--- config.mk ---
export PLATFORM = sky130hd
export DESIGN_NAME = dma_desc_top
export DESIGN_NICKNAME = d
export VERILOG_FILES = /design/src/dma_desc_pkg.sv /design/src/dma_desc_if.sv /design/src/dma_mem_if.sv /design/src/dma_desc_top.sv /design/src/dma_mem_arbiter.sv /design/src/dma_xfer_engine.sv /design/src/dma_desc_fetch.sv /design/src/dma_desc_regs.sv
export SDC_FILE = /design/constraint.sdc
export NUM_CORES = 1
export LEC_CHECK = 0
export BUFFER_PORTS_ARGS = -buffer_cell sky130_fd_sc_hd__buf_2
export CAP_MARGIN = 5
export CORE_AREA = 2 2 180 314
export CTS_CLUSTER_SIZE = 8
export DETAILED_ROUTE_END_ITERATION = 8
export DIE_AREA = 0 0 182 316
export SYNTH_ARGS = -nofsm -noshare
export SYNTH_HDL_FRONTEND = slang
export SYNTH_HIERARCHICAL = 1
export SYNTH_SLANG_ARGS = --single-unit
--- constraint.sdc ---
create_clock -name i_idma_backend -period 7.4 [get_ports i_idma_backend]
set_input_delay 0.74 -clock i_idma_backend [delete_from_list [all_inputs] [get_ports i_idma_backend]]
set_output_delay 0.74 -clock i_idma_backend [all_outputs]
set_load 0.01 [all_outputs]
--- src/dma_desc_pkg.sv ---
/* Shared types and register map of the descriptor DMA.
   Addresses and lengths count 32-bit words and are 16 bits wide.
   A descriptor is four words in memory: source, destination, length, next */
package dma_desc_pkg;

  typedef logic [31:0] word_t;
  typedef logic [15:0] addr_t;
  typedef logic [15:0] len_t;

  // Descriptor as handed from fetch to the engine
  typedef struct packed {
    addr_t src;
    addr_t dst;
    len_t  len;
    logic  last;   // Next pointer was zero
  } desc_t;

  localparam int unsigned DESC_WORDS = 4;

  // Word position inside a descriptor entry
  localparam logic [1:0] DESC_SRC  = 2'd0;
  localparam logic [1:0] DESC_DST  = 2'd1;
  localparam logic [1:0] DESC_LEN  = 2'd2;
  localparam logic [1:0] DESC_NEXT = 2'd3;

  // Register word offsets
  localparam logic [2:0] REG_HEAD     = 3'd0;
  localparam logic [2:0] REG_STATUS   = 3'd1;
  localparam logic [2:0] REG_IRQ_CLR  = 3'd2;
  localparam logic [2:0] REG_DONE_CNT = 3'd3;
  localparam logic [2:0] REG_SKIP_CNT = 3'd4;

  localparam int unsigned STATUS_BUSY = 0;
  localparam int unsigned STATUS_IRQ  = 1;

endpackage
--- src/dma_desc_if.sv ---
/* Descriptor hand-over from fetch to engine.
   No ready: the source may only send while it holds a credit */
`timescale 1ns/100ps

interface dma_desc_if import dma_desc_pkg::*; ();

  logic  valid;
  desc_t desc;
  logic  credit;   // One pulse per descriptor popped by the sink

  modport source (
    output valid,
    output desc,
    input  credit
  );

  modport sink (
    input  valid,
    input  desc,
    output credit
  );

endinterface

--- src/dma_mem_if.sv ---
/* Word memory port of one requester.
   Request fields stay steady until gnt; reads answer in grant order */
`timescale 1ns/100ps

interface dma_mem_if import dma_desc_pkg::*; ();

  logic  req;
  logic  we;
  addr_t addr;
  word_t wdata;
  logic  gnt;
  logic  rvalid;
  word_t rdata;

  modport requester (
    output req,
    output we,
    output addr,
    output wdata,
    input  gnt,
    input  rvalid,
    input  rdata
  );

  modport arbiter (
    input  req,
    input  we,
    input  addr,
    input  wdata,
    output gnt,
    output rvalid,
    output rdata
  );

endinterface

--- src/dma_desc_top.sv ---
/* Descriptor-chained DMA with a simple register port and one word memory port.
   The memory must grant in order and return one rvalid per read */
`timescale 1ns/100ps

module dma_desc_top import dma_desc_pkg::*; #(
  parameter int unsigned QueueDepth  = 2,
  parameter int unsigned BufferDepth = 4,
  parameter int unsigned MaxReads    = 4
) (
  input  logic       i_idma_backend,
  input  logic       reset_i,
  input  logic       reg_req_i,
  input  logic       reg_we_i,
  input  logic [2:0] reg_addr_i,
  input  word_t      reg_wdata_i,
  output logic       reg_ready_o,
  output word_t      reg_rdata_o,
  output logic       mem_req_o,
  output logic       mem_we_o,
  output addr_t      mem_addr_o,
  output word_t      mem_wdata_o,
  input  logic       mem_gnt_i,
  input  logic       mem_rvalid_i,
  input  word_t      mem_rdata_i,
  output logic       irq_o
);

  dma_mem_if  fetch_mem ();
  dma_mem_if  rd_mem ();
  dma_mem_if  wr_mem ();
  dma_desc_if desc_chan ();

  logic       start;
  addr_t      head;
  logic [1:0] skip;
  logic       fetch_busy;
  logic       done;
  logic       done_last;
  logic       engine_busy;

  dma_desc_regs i_regs (
    .i_idma_backend (i_idma_backend),
    .reset_i        (reset_i),
    .reg_req_i      (reg_req_i),
    .reg_we_i       (reg_we_i),
    .reg_addr_i     (reg_addr_i),
    .reg_wdata_i    (reg_wdata_i),
    .skip_i         (skip),
    .done_i         (done),
    .done_last_i    (done_last),
    .fetch_busy_i   (fetch_busy),
    .engine_busy_i  (engine_busy),
    .reg_ready_o    (reg_ready_o),
    .reg_rdata_o    (reg_rdata_o),
    .start_o        (start),
    .head_o         (head),
    .irq_o          (irq_o)
  );

  dma_desc_fetch #(
    .QueueDepth (QueueDepth)
  ) i_fetch (
    .i_idma_backend (i_idma_backend),
    .reset_i        (reset_i),
    .start_i        (start),
    .head_i         (head),
    .mem            (fetch_mem.requester),
    .desc           (desc_chan.source),
    .skip_o         (skip),
    .busy_o         (fetch_busy)
  );

  dma_xfer_engine #(
    .QueueDepth  (QueueDepth),
    .BufferDepth (BufferDepth)
  ) i_engine (
    .i_idma_backend (i_idma_backend),
    .reset_i        (reset_i),
    .desc           (desc_chan.sink),
    .rd             (rd_mem.requester),
    .wr             (wr_mem.requester),
    .done_o         (done),
    .done_last_o    (done_last),
    .busy_o         (engine_busy)
  );

  dma_mem_arbiter #(
    .MaxReads (MaxReads)
  ) i_arbiter (
    .i_idma_backend (i_idma_backend),
    .reset_i        (reset_i),
    .fetch          (fetch_mem.arbiter),
    .rd             (rd_mem.arbiter),
    .wr             (wr_mem.arbiter),
    .mem_req_o      (mem_req_o),
    .mem_we_o       (mem_we_o),
    .mem_addr_o     (mem_addr_o),
    .mem_wdata_o    (mem_wdata_o),
    .mem_gnt_i      (mem_gnt_i),
    .mem_rvalid_i   (mem_rvalid_i),
    .mem_rdata_i    (mem_rdata_i)
  );

endmodule

--- src/dma_mem_arbiter.sv ---
/* Round-robin merge of fetch, engine read and engine write onto one port.
   A waiting request keeps its slot until granted. Read owners queue in grant
   order, so the memory must answer reads in order */
`timescale 1ns/100ps

module dma_mem_arbiter import dma_desc_pkg::*; #(
  parameter int unsigned MaxReads = 4
) (
  input  logic       i_idma_backend,
  input  logic       reset_i,
  dma_mem_if.arbiter fetch,
  dma_mem_if.arbiter rd,
  dma_mem_if.arbiter wr,
  output logic       mem_req_o,
  output logic       mem_we_o,
  output addr_t      mem_addr_o,
  output word_t      mem_wdata_o,
  input  logic       mem_gnt_i,
  input  logic       mem_rvalid_i,
  input  word_t      mem_rdata_i
);

  localparam int unsigned NumReq  = 3;
  localparam int unsigned OwnPtrW = (MaxReads > 1) ? $clog2(MaxReads) : 1;
  localparam int unsigned OwnCntW = $clog2(MaxReads + 1);

  typedef logic [1:0] owner_t;

  logic [NumReq-1:0]  req;
  logic [NumReq-1:0]  we;
  logic [NumReq-1:0]  eligible;
  logic [NumReq-1:0]  gnt;
  logic [NumReq-1:0]  rvalid;
  addr_t              addr [NumReq];
  word_t              wdata [NumReq];
  owner_t             sel;
  owner_t             last_q;
  owner_t             held_sel_q;
  logic               held_q;
  logic               found;
  logic               push;
  owner_t             own_q [MaxReads];
  logic [OwnPtrW-1:0] own_wr_q;
  logic [OwnPtrW-1:0] own_rd_q;
  logic [OwnCntW-1:0] own_cnt_q;
  logic               own_full;

  assign req      = {wr.req, rd.req, fetch.req};
  assign we       = {wr.we, rd.we, fetch.we};
  assign addr     = '{fetch.addr, rd.addr, wr.addr};
  assign wdata    = '{fetch.wdata, rd.wdata, wr.wdata};
  assign own_full = (own_cnt_q == OwnCntW'(MaxReads));
  assign eligible = req & ~({NumReq{own_full}} & ~we);   // No new reads while owners are full

  always_comb begin : pick
    owner_t cand;
    sel   = last_q;
    found = 1'b0;
    for (int i = 1; i <= NumReq; i++) begin
      cand = owner_t'((int'(last_q) + i) % NumReq);
      if (!found && eligible[cand]) begin
        sel   = cand;
        found = 1'b1;
      end
    end
    if (held_q) begin
      sel   = held_sel_q;
      found = 1'b1;
    end
  end

  assign mem_req_o   = found;
  assign mem_we_o    = we[sel];
  assign mem_addr_o  = addr[sel];
  assign mem_wdata_o = wdata[sel];
  assign push        = found & mem_gnt_i & ~we[sel];

  assign gnt    = (found & mem_gnt_i) ? (NumReq'(1) << sel) : '0;
  assign rvalid = mem_rvalid_i ? (NumReq'(1) << own_q[own_rd_q]) : '0;

  assign fetch.gnt    = gnt[0];
  assign rd.gnt       = gnt[1];
  assign wr.gnt       = gnt[2];
  assign fetch.rvalid = rvalid[0];
  assign rd.rvalid    = rvalid[1];
  assign wr.rvalid    = rvalid[2];
  assign fetch.rdata  = mem_rdata_i;
  assign rd.rdata     = mem_rdata_i;
  assign wr.rdata     = mem_rdata_i;

  always_ff @(posedge i_idma_backend) begin
    if (reset_i) begin
      last_q     <= owner_t'(NumReq - 1);   // Fetch goes first
      held_q     <= 1'b0;
      held_sel_q <= '0;
      own_wr_q   <= '0;
      own_rd_q   <= '0;
      own_cnt_q  <= '0;
    end else begin
      held_q     <= found & ~mem_gnt_i;
      held_sel_q <= sel;
      if (found & mem_gnt_i) last_q <= sel;
      if (push) own_wr_q <= (own_wr_q == OwnPtrW'(MaxReads - 1)) ? '0 : own_wr_q + 1'b1;
      if (mem_rvalid_i) begin
        own_rd_q <= (own_rd_q == OwnPtrW'(MaxReads - 1)) ? '0 : own_rd_q + 1'b1;
      end
      own_cnt_q <= own_cnt_q + OwnCntW'(push) - OwnCntW'(mem_rvalid_i);
    end
  end

  always_ff @(posedge i_idma_backend) begin
    if (push) own_q[own_wr_q] <= sel;
  end

endmodule

--- src/dma_xfer_engine.sv ---
/* Copies one queued descriptor at a time, word by word.
   Reads of the next descriptor start only after the current one is popped.
   The queue has no ready and relies on the credits held by fetch */
`timescale 1ns/100ps

module dma_xfer_engine import dma_desc_pkg::*; #(
  parameter int unsigned QueueDepth  = 2,
  parameter int unsigned BufferDepth = 4
) (
  input  logic         i_idma_backend,
  input  logic         reset_i,
  dma_desc_if.sink     desc,
  dma_mem_if.requester rd,
  dma_mem_if.requester wr,
  output logic         done_o,
  output logic         done_last_o,
  output logic         busy_o
);

  localparam int unsigned QPtrW = (QueueDepth > 1) ? $clog2(QueueDepth) : 1;
  localparam int unsigned QCntW = $clog2(QueueDepth + 1);
  localparam int unsigned BPtrW = (BufferDepth > 1) ? $clog2(BufferDepth) : 1;
  localparam int unsigned BCntW = $clog2(BufferDepth + 1);

  desc_t            queue_q [QueueDepth];
  logic [QPtrW-1:0] q_wr_q;
  logic [QPtrW-1:0] q_rd_q;
  logic [QCntW-1:0] q_cnt_q;
  word_t            buf_q [BufferDepth];
  logic [BPtrW-1:0] b_wr_q;
  logic [BPtrW-1:0] b_rd_q;
  logic [BCntW-1:0] b_cnt_q;
  logic [BCntW-1:0] reserved_q;   // Buffered words plus reads in flight
  len_t             rd_idx_q;
  len_t             wr_idx_q;
  desc_t            head;
  logic             q_valid;
  logic             last_word;
  logic             pop;

  assign head      = queue_q[q_rd_q];
  assign q_valid   = (q_cnt_q != '0);
  assign last_word = (wr_idx_q == head.len - len_t'(1));
  assign pop       = wr.gnt & last_word;

  // Read sequencer
  assign rd.req   = q_valid & (rd_idx_q != head.len) & (reserved_q != BCntW'(BufferDepth));
  assign rd.we    = 1'b0;
  assign rd.addr  = head.src + rd_idx_q;
  assign rd.wdata = '0;

  // Write sequencer drains the buffer
  assign wr.req   = (b_cnt_q != '0);
  assign wr.we    = 1'b1;
  assign wr.addr  = head.dst + wr_idx_q;
  assign wr.wdata = buf_q[b_rd_q];

  assign desc.credit = done_o;
  assign busy_o      = q_valid;

  always_ff @(posedge i_idma_backend) begin
    if (reset_i) begin
      q_wr_q      <= '0;
      q_rd_q      <= '0;
      q_cnt_q     <= '0;
      b_wr_q      <= '0;
      b_rd_q      <= '0;
      b_cnt_q     <= '0;
      reserved_q  <= '0;
      rd_idx_q    <= '0;
      wr_idx_q    <= '0;
      done_o      <= 1'b0;
      done_last_o <= 1'b0;
    end else begin
      done_o      <= pop;
      done_last_o <= pop & head.last;
      if (desc.valid) q_wr_q <= (q_wr_q == QPtrW'(QueueDepth - 1)) ? '0 : q_wr_q + 1'b1;
      if (pop) q_rd_q <= (q_rd_q == QPtrW'(QueueDepth - 1)) ? '0 : q_rd_q + 1'b1;
      q_cnt_q <= q_cnt_q + QCntW'(desc.valid) - QCntW'(pop);
      if (rd.rvalid) b_wr_q <= (b_wr_q == BPtrW'(BufferDepth - 1)) ? '0 : b_wr_q + 1'b1;
      if (wr.gnt) b_rd_q <= (b_rd_q == BPtrW'(BufferDepth - 1)) ? '0 : b_rd_q + 1'b1;
      b_cnt_q    <= b_cnt_q + BCntW'(rd.rvalid) - BCntW'(wr.gnt);
      reserved_q <= reserved_q + BCntW'(rd.gnt) - BCntW'(wr.gnt);
      if (rd.gnt) rd_idx_q <= rd_idx_q + 1'b1;
      if (wr.gnt) wr_idx_q <= wr_idx_q + 1'b1;
      if (pop) begin
        rd_idx_q <= '0;
        wr_idx_q <= '0;
      end
    end
  end

  always_ff @(posedge i_idma_backend) begin
    if (desc.valid) queue_q[q_wr_q] <= desc.desc;
    if (rd.rvalid) buf_q[b_wr_q] <= rd.rdata;
  end

endmodule

--- src/dma_desc_fetch.sv ---
/* Walks a descriptor chain, four reads per entry, all may be outstanding.
   Zero-length entries are skipped. Starts with QueueDepth credits,
   so it must match the engine's queue depth */
`timescale 1ns/100ps

module dma_desc_fetch import dma_desc_pkg::*; #(
  parameter int unsigned QueueDepth = 2
) (
  input  logic         i_idma_backend,
  input  logic         reset_i,
  input  logic         start_i,
  input  addr_t        head_i,
  dma_mem_if.requester mem,
  dma_desc_if.source   desc,
  output logic [1:0]   skip_o,   // Bit 0 skip pulse, bit 1 entry was last
  output logic         busy_o
);

  localparam int unsigned CredW = $clog2(QueueDepth + 1);

  typedef enum logic [2:0] {
    ST_IDLE,
    ST_REQ,
    ST_WAIT,
    ST_HAND,
    ST_NEXT
  } state_e;

  state_e           state_q;
  logic [2:0]       req_cnt_q;
  logic [2:0]       rsp_cnt_q;
  logic [CredW-1:0] credit_q;
  addr_t            base_q;
  addr_t            src_q;
  addr_t            dst_q;
  len_t             len_q;
  addr_t            next_q;
  logic             zero_len;
  logic             send;

  assign zero_len = (len_q == '0);
  assign send     = (state_q == ST_HAND) & ~zero_len & (credit_q != '0);

  assign mem.req   = (state_q == ST_REQ);
  assign mem.we    = 1'b0;
  assign mem.addr  = base_q + addr_t'(req_cnt_q);
  assign mem.wdata = '0;

  assign desc.valid = send;
  assign desc.desc  = '{src: src_q, dst: dst_q, len: len_q, last: (next_q == '0)};

  assign skip_o = {next_q == '0, (state_q == ST_HAND) & zero_len};
  assign busy_o = (state_q != ST_IDLE);

  always_ff @(posedge i_idma_backend) begin
    if (reset_i) begin
      state_q   <= ST_IDLE;
      req_cnt_q <= '0;
      rsp_cnt_q <= '0;
      credit_q  <= CredW'(QueueDepth);
    end else begin
      if (mem.rvalid) rsp_cnt_q <= rsp_cnt_q + 1'b1;
      case (state_q)
        ST_IDLE: if (start_i) state_q <= ST_REQ;
        ST_REQ: begin
          if (mem.gnt) begin
            req_cnt_q <= req_cnt_q + 1'b1;
            if (req_cnt_q == 3'(DESC_WORDS - 1)) state_q <= ST_WAIT;
          end
        end
        ST_WAIT: if (rsp_cnt_q == 3'(DESC_WORDS)) state_q <= ST_HAND;
        ST_HAND: if (zero_len | send) state_q <= ST_NEXT;   // Else wait for a credit
        ST_NEXT: begin
          req_cnt_q <= '0;
          rsp_cnt_q <= '0;
          state_q   <= (next_q == '0) ? ST_IDLE : ST_REQ;
        end
        default: state_q <= ST_IDLE;
      endcase
      case ({send, desc.credit})
        2'b10:   credit_q <= credit_q - 1'b1;
        2'b01:   credit_q <= credit_q + 1'b1;
        default: credit_q <= credit_q;
      endcase
    end
  end

  always_ff @(posedge i_idma_backend) begin
    if ((state_q == ST_IDLE) && start_i) begin
      base_q <= head_i;
    end else if (state_q == ST_NEXT) begin
      base_q <= next_q;
    end
    if (mem.rvalid) begin
      case (rsp_cnt_q[1:0])
        DESC_SRC:  src_q  <= mem.rdata[$bits(addr_t)-1:0];
        DESC_DST:  dst_q  <= mem.rdata[$bits(addr_t)-1:0];
        DESC_LEN:  len_q  <= mem.rdata[$bits(len_t)-1:0];
        DESC_NEXT: next_q <= mem.rdata[$bits(addr_t)-1:0];
        default:   src_q  <= src_q;
      endcase
    end
  end

endmodule

--- src/dma_desc_regs.sv ---
/* Register file of the DMA. One access per request, answered one cycle later.
   A head write while busy is dropped; irq stays set until written to REG_IRQ_CLR */
`timescale 1ns/100ps

module dma_desc_regs import dma_desc_pkg::*; (
  input  logic       i_idma_backend,
  input  logic       reset_i,
  input  logic       reg_req_i,
  input  logic       reg_we_i,
  input  logic [2:0] reg_addr_i,
  input  word_t      reg_wdata_i,
  input  logic [1:0] skip_i,        // Bit 0 skip pulse, bit 1 skipped entry was last
  input  logic       done_i,
  input  logic       done_last_i,
  input  logic       fetch_busy_i,
  input  logic       engine_busy_i,
  output logic       reg_ready_o,
  output word_t      reg_rdata_o,
  output logic       start_o,
  output addr_t      head_o,
  output logic       irq_o
);

  logic  access;
  logic  busy;
  logic  head_wr;
  logic  pend_last_q;
  word_t done_cnt_q;
  word_t skip_cnt_q;
  word_t status;

  assign access  = reg_req_i & ~reg_ready_o;   // Request is held through the ready cycle
  assign busy    = fetch_busy_i | engine_busy_i | start_o | pend_last_q;
  assign head_wr = access & reg_we_i & (reg_addr_i == REG_HEAD) & ~busy;

  always_comb begin
    status              = '0;
    status[STATUS_BUSY] = busy;
    status[STATUS_IRQ]  = irq_o;
  end

  always_ff @(posedge i_idma_backend) begin
    if (reset_i) begin
      reg_ready_o <= 1'b0;
      start_o     <= 1'b0;
      irq_o       <= 1'b0;
      pend_last_q <= 1'b0;
      done_cnt_q  <= '0;
      skip_cnt_q  <= '0;
    end else begin
      reg_ready_o <= access;
      start_o     <= head_wr;
      if (done_i) done_cnt_q <= done_cnt_q + 1'b1;
      if (skip_i[0]) skip_cnt_q <= skip_cnt_q + 1'b1;
      // A skipped last entry completes the chain once the engine drains
      if (skip_i[0] & skip_i[1]) begin
        pend_last_q <= 1'b1;
      end else if (pend_last_q & ~engine_busy_i) begin
        pend_last_q <= 1'b0;
      end
      if (access & reg_we_i & (reg_addr_i == REG_IRQ_CLR)) irq_o <= 1'b0;
      if ((done_i & done_last_i) | (pend_last_q & ~engine_busy_i)) irq_o <= 1'b1;
    end
  end

  always_ff @(posedge i_idma_backend) begin
    if (head_wr) head_o <= reg_wdata_i[$bits(addr_t)-1:0];
    if (access & ~reg_we_i) begin
      case (reg_addr_i)
        REG_HEAD:     reg_rdata_o <= word_t'(head_o);
        REG_STATUS:   reg_rdata_o <= status;
        REG_DONE_CNT: reg_rdata_o <= done_cnt_q;
        REG_SKIP_CNT: reg_rdata_o <= skip_cnt_q;
        default:      reg_rdata_o <= '0;
      endcase
    end
  end

endmodule

After elaboration in Yosys (flattened, before gate mapping)
Memory sizes are Yosys's and may differ from the RTL's. A register that Yosys moved wholly into a read port is not among the register bits.
Index checks and enable logic that the tools add are counted.
{"block": "word_totals", "register_bits": 267, "ramBits": 234, "input_bits": 73, "out_inout_bits": 84, "wordCells": 224, "mem_count": 3}
{"memory": "i_engine.buf_q", "depth": 4, "word_bits": 32, "read_ports": 1, "rd_clocked_by_memory_dff": 1, "wr": 1, "line": "dma_xfer_engine.sv:29", "rtl": "word_t buf_q [BufferDepth];"}
{"memory": "i_engine.queue_q", "depth": 2, "word_bits": 49, "read_ports": 1, "rd_clocked_by_memory_dff": 1, "wr": 1, "line": "dma_xfer_engine.sv:25", "rtl": "desc_t queue_q [QueueDepth];"}
{"memory": "i_arbiter.own_q", "depth": 4, "word_bits": 2, "read_ports": 1, "rd_clocked_by_memory_dff": 1, "wr": 1, "line": "dma_mem_arbiter.sv:42", "rtl": "owner_t own_q [MaxReads];"}
{"block": "classes", "addsub": 29, "div": 3, "magnitude_cmp": 5, "eq_ne": 28, "shifts": 2, "mux": 59, "bitwise": 34, "reduce_logical": 27}
{"operator": "$pmux W32 S4", "count": 1}
{"operator": "$mod A32 B2 Y32 const B", "count": 3}
{"operator": "$add A32 B1 Y32 const B", "count": 2}
{"operator": "$bmux W32 S2", "count": 1}
{"operator": "$mux W16", "count": 4}
{"operator": "$mux W32", "count": 2}
{"operator": "$add A16 B1 Y16 const B", "count": 2}
{"operator": "$add A16 B16 Y16", "count": 2}
{"operator": "$bmux W16 S2", "count": 1}
{"operator": "$logic_not A16 Y1", "count": 2}
{"operator": "$mux W2", "count": 13}
{"operator": "$mux W1", "count": 23}
{"operator": "$mux W3", "count": 7}
{"operator": "$and A1 B1 Y1", "count": 19}
{"operator": "$add A16 B3 Y16", "count": 1}
{"operator": "$eq A16 B16 Y1", "count": 1}
{"operator": "$ne A16 B16 Y1", "count": 1}
{"operator": "$sub A16 B1 Y16 const B", "count": 1}
{"operator": "$eq A3 B2 Y1 const B", "count": 5}
{"operator": "$pmux W3 S5", "count": 1}
{"operator": "$eq A2 B2 Y1 const B", "count": 7}
{"operator": "$reduce_bool A2 Y1", "count": 7}
{"operator": "$eq A3 B3 Y1 const B", "count": 4}
{"operator": "$lt A2 B3 Y1 const B", "count": 4}
{"operator": "other kinds (33)", "count": 73}

Longest topological paths before layout
{"block": "depth", "word_depth": 20, "ltp_mapped": 28}

By module
Netlist, hierarchy kept.
{"mod": "dma_xfer_engine", "n_inst": 1, "cells_each": 908, "area_each_um2": 12834.8}
{"mod": "dma_desc_regs", "n_inst": 1, "cells_each": 503, "area_each_um2": 5094.9}
{"mod": "dma_desc_fetch", "n_inst": 1, "cells_each": 260, "area_each_um2": 3931.3}
{"mod": "dma_mem_arbiter", "n_inst": 1, "cells_each": 402, "area_each_um2": 3118.0}

Worst setup path before layout
Ideal clock, no wire load.
{"block": "synth_timing", "path_kind": "register to register", "startpoint": "register with a tool-made name", "endpoint": "register i_engine.q_cnt_q[1]", "setup_time_ns": 0.128, "t_arrival_ns": 5.670, "required_ns": 7.272, "setup_slack_ns": 1.602, "path_stages_with_launch": 29, "path_cell_list": "dfxtp_1 -> buf_6 -> buf_8 -> buf_2 -> mux2i_1 -> xnor2_1 -> nor4_1 -> nand4_1 -> and3_1 -> nor2b_1 -> a32oi_1 -> a32oi_1 -> o41a_1 -> a211oi_2 -> buf_2 -> nor2b_1 -> clkbuf_1 -> and3_1 -> o311ai_0 -> or4_1 -> nor3_1 -> nand3_1 -> inv_1 -> ha_1 -> inv_1 -> ha_1 -> xor2_1 -> xnor2_1 -> nor2_1"}
{"element": "end signal, assigned", "line": "dma_xfer_engine.sv:79", "rtl": "q_cnt_q <= q_cnt_q + QCntW'(desc.valid) - QCntW'(pop);"}
{"element": "end, declared", "line": "dma_xfer_engine.sv:28", "rtl": "logic [QCntW-1:0] q_cnt_q;"}

==> results.md <==
- Initial antenna violation count: 2
- DRT Pass-1 Iters: 7
- Initial Utilization: between 40 and 50%
- Post_cts resized: 0
- Row count: 114
- RePlAce Congestion: 0.904
- Largest stage delay on the critical path: approximately 0.89 ns
- Buffers on Ports: 140
- Worst Hold Depth: 1
- Yosys warns: 6
- Fin. Hold Viols: 0
- Share of layout cells above drive strength 1: 16.7%
- Total wire length: 62.9 mm
- HP Start: reg_wdata_i[10]
- Max_cap viols: 0
- CTS H-tree depth: 3
- Vias per cell: 5.58
- Clk slew on worst S/H paths: 0.05 ns
- Worst-margin pin slew: between 1 and 1.5 ns
- Synth Cell Area: 24600 um2
- First-pass GRT wire length: 94.3 mm
- Io pins: 157
- Setup violations, final: 0
- Post-CTS Setup Bufs: 0
- Root buffer cell: clkbuf_16
- Largest net degree at the start of global routing: 83
- GR Overflow Total: 0
- Clock sink count: just over 500
- Gr usage total: 21.8%
- CTS Hold Buffers Added: 0
- Status: complete, no violations
- Final net count: 2270
- Cell count after synthesis: just over 2000
- Minimum clock period: 6.57 ns
- Period utilization: 88.8%
- Max Clk Rate: 0.152 GHz
- CTS tree: done
- Detail Placement HPWL: 44.4 mm
- Lkg Pwr: 9.58 nW
- Critical path, cell by cell: buf_4 > mux2i_1 > xnor2_1 > nor4_1 > nand4_1 > and3_1 > nor2b_1 > a32oi_1 > a32oi_1 > o2111ai_1 > a211oi_4 > nor2b_1 > and3_1 > o311ai_0 > or4_1 > nor3_1 > nand3_1 > inv_1 > ha_1 > inv_1 > ha_1 > xor2_1 > xnor2_1 > nor2_1
- Die area: 57500 um2
- Crit path launch type: flip-flop
- Worst reg2reg path depth: 24
- Fillers: 4818
- Max VDD drop: 0.000414 V
- CTS buffer count: 73
- Non-Filler Instances: between 2000 and 3000
- Skew-Pair Late Insertion Delay: 0.60 ns
- Drc violations: 0
- Slew headroom: 21.2%
- Worst Path Max Fanout: 32
- Pwr Density: 332 nW/um2
- Avg Cell Area, Syn: 12.2 um2
- P&R area growth vs syn: 11.7%
- Worst hold path type: primary input to flip-flop
- WL/cell: 21.9 um
- Worst EP required: around 8 ns
- Via count: around 16000
- Critical-path top delay cell: dfxtp_2
- Total core area: 55100 um2
- Worst EP arrival: 7.01 ns
- Chip height: approximately 320 um
- Crit path kind: flip-flop to flip-flop
- DP Cell Count: roughly 2700
- Post-route ant nets: 0
- Die W: ~180 um
- Clock buffer depth: 3
- Skew final: ~0.025 ns
- Setup crit end kind: flip-flop
- Vias in the first global route: 16209
- RSZ-0062 raised after global routing: false
- Pins Over Slew Limit: 0
- First DRT Iteration DRCs: between 1000 and 1500
- Setup Total Neg Slack: 0 ns
-- power breakdown --
part	leakage [nW]	internal [mW]	switching (mW)
clock	1.01	1.88	1.20
combinational	4.12	1.00	1.80
sequential	4.45	3.18	0.0710
-- flip-flops by register name, indices dropped and copies added, names as in the netlist, 8 cells and up, named ones only --
| signal | cells |
|---|---|
| i_arbiter/own_q | 8 |
| i_engine/buf_q | 128 |
| i_engine/queue_q | 98 |
| i_engine/rd_idx_q | 16 |
| i_engine/wr_idx_q | 16 |
| i_fetch/base_q | 16 |
| i_fetch/dst_q | 16 |
| i_fetch/len_q | 16 |
| i_fetch/next_q | 16 |
| i_fetch/src_q | 16 |
| i_regs/done_cnt_q | 32 |
| i_regs/head_o | 16 |
| i_regs/reg_rdata_o | 32 |
| i_regs/skip_cnt_q | 32 |
-- metal layers --
| metal | vias to the layer above | track usage, % | wire length, um | share of wire (%) |
|---|---|---|---|---|
| met1 | 7932 | 22.0 | 22100 | 35 |
| met3 | 151 | 3.01 | 2260 | 3.6 |
| li1 | 7525 | - | - | - |
| met5 | - | 0 | 9 | 0.014 |
| met2 | 422 | 42.0 | 34700 | 55 |
| met4 | 2 | 13.6 | 3870 | 6.1 |
-- cell usage in the layout, fill, tap and decap left out, types with 6 or more instances in the layout --
cell type / instances
nor3_1: 24
xnor2_1: 84
buf_2: 139
nand4_1: 38
nand2b_1: 11
inv_1: 59
nand2_1: 136
dfxtp_1: 142
mux2i_1: 82
ha_1: 65
a22oi_1: 18
and2_1: 21
a21o_1: 7
mux2_2: 37
o31ai_1: 22
nor2b_1: 16
clkbuf_1: 43
fa_1: 6
conb_1: 67
nor4_1: 23
edfxtp_1: 362
o21ai_0: 101
buf_4: 21
xor2_1: 59
mux2_4: 10
a211oi_1: 14
a22o_1: 16
clkbuf_16: 75
a21oi_1: 70
nor2_1: 137
or2_2: 7
or4_1: 24
or3_1: 29
o21a_1: 8
mux4_2: 34
nor3b_1: 6
and3_1: 18
nand3_1: 35
and4_1: 6
-- critical path: cells and delay by family, from the launching register on --
family | cells | cell delay (ns)
AO/OA/AOI/OAI | 5 | 1.33
XOR/XNOR | 3 | 0.48
adder cells (fa/ha/maj) | 2 | 0.38
buffers and inverters | 3 | 0.61
flip-flops | 1 | 0.89
multiplexers | 1 | 0.45
AND/OR/NAND/NOR | 10 | 2.25
-- final cells by class --
| class | count | area (um2) | area share (%) |
|---|---|---|---|
| Multi-Input combinational cell | 1326 | 9660 | 35.1 |
| Antenna cell | 3 | 7.51 | 0.0273 |
| Sequential cell | 506 | 13800 | 50.1 |
| Clock inverter | 6 | 78.8 | 0.287 |
| Clock buffer | 118 | 2040 | 7.42 |
| Timing Repair Buffer | 160 | 853 | 3.10 |
| Inverter | 59 | 221 | 0.806 |
| Tap cell | 696 | 871 | 3.17 |
-- path summary, 6_finish.rpt --
kind	endpoint	slack, ns
max	i_engine/q_cnt_q[1]	0.83
min	i_regs/head_o[10]	0.33
max reg2reg	i_engine/q_cnt_q[1]	0.83
min reg2reg	i_engine/queue_q[0][22]	0.44
-- per-stage QoR --
step	hold slack, ns	util (%)	instance area, um2	total power [mW]	setup WS (ns)
2_1_floorplan	0.421	-	24900	5.06	1.60
3_3_place_gp	0.422	46.1	25400	6.10	0.909
3_5_place_dp	0.430	46.1	25400	6.14	0.787
4_1_cts	0.296	49.9	27500	9.25	0.772
5_1_grt	0.310	49.9	27500	9.60	0.281
6_report	0.329	49.9	27500	9.13	0.831
(Power assumes the default switching activity.)
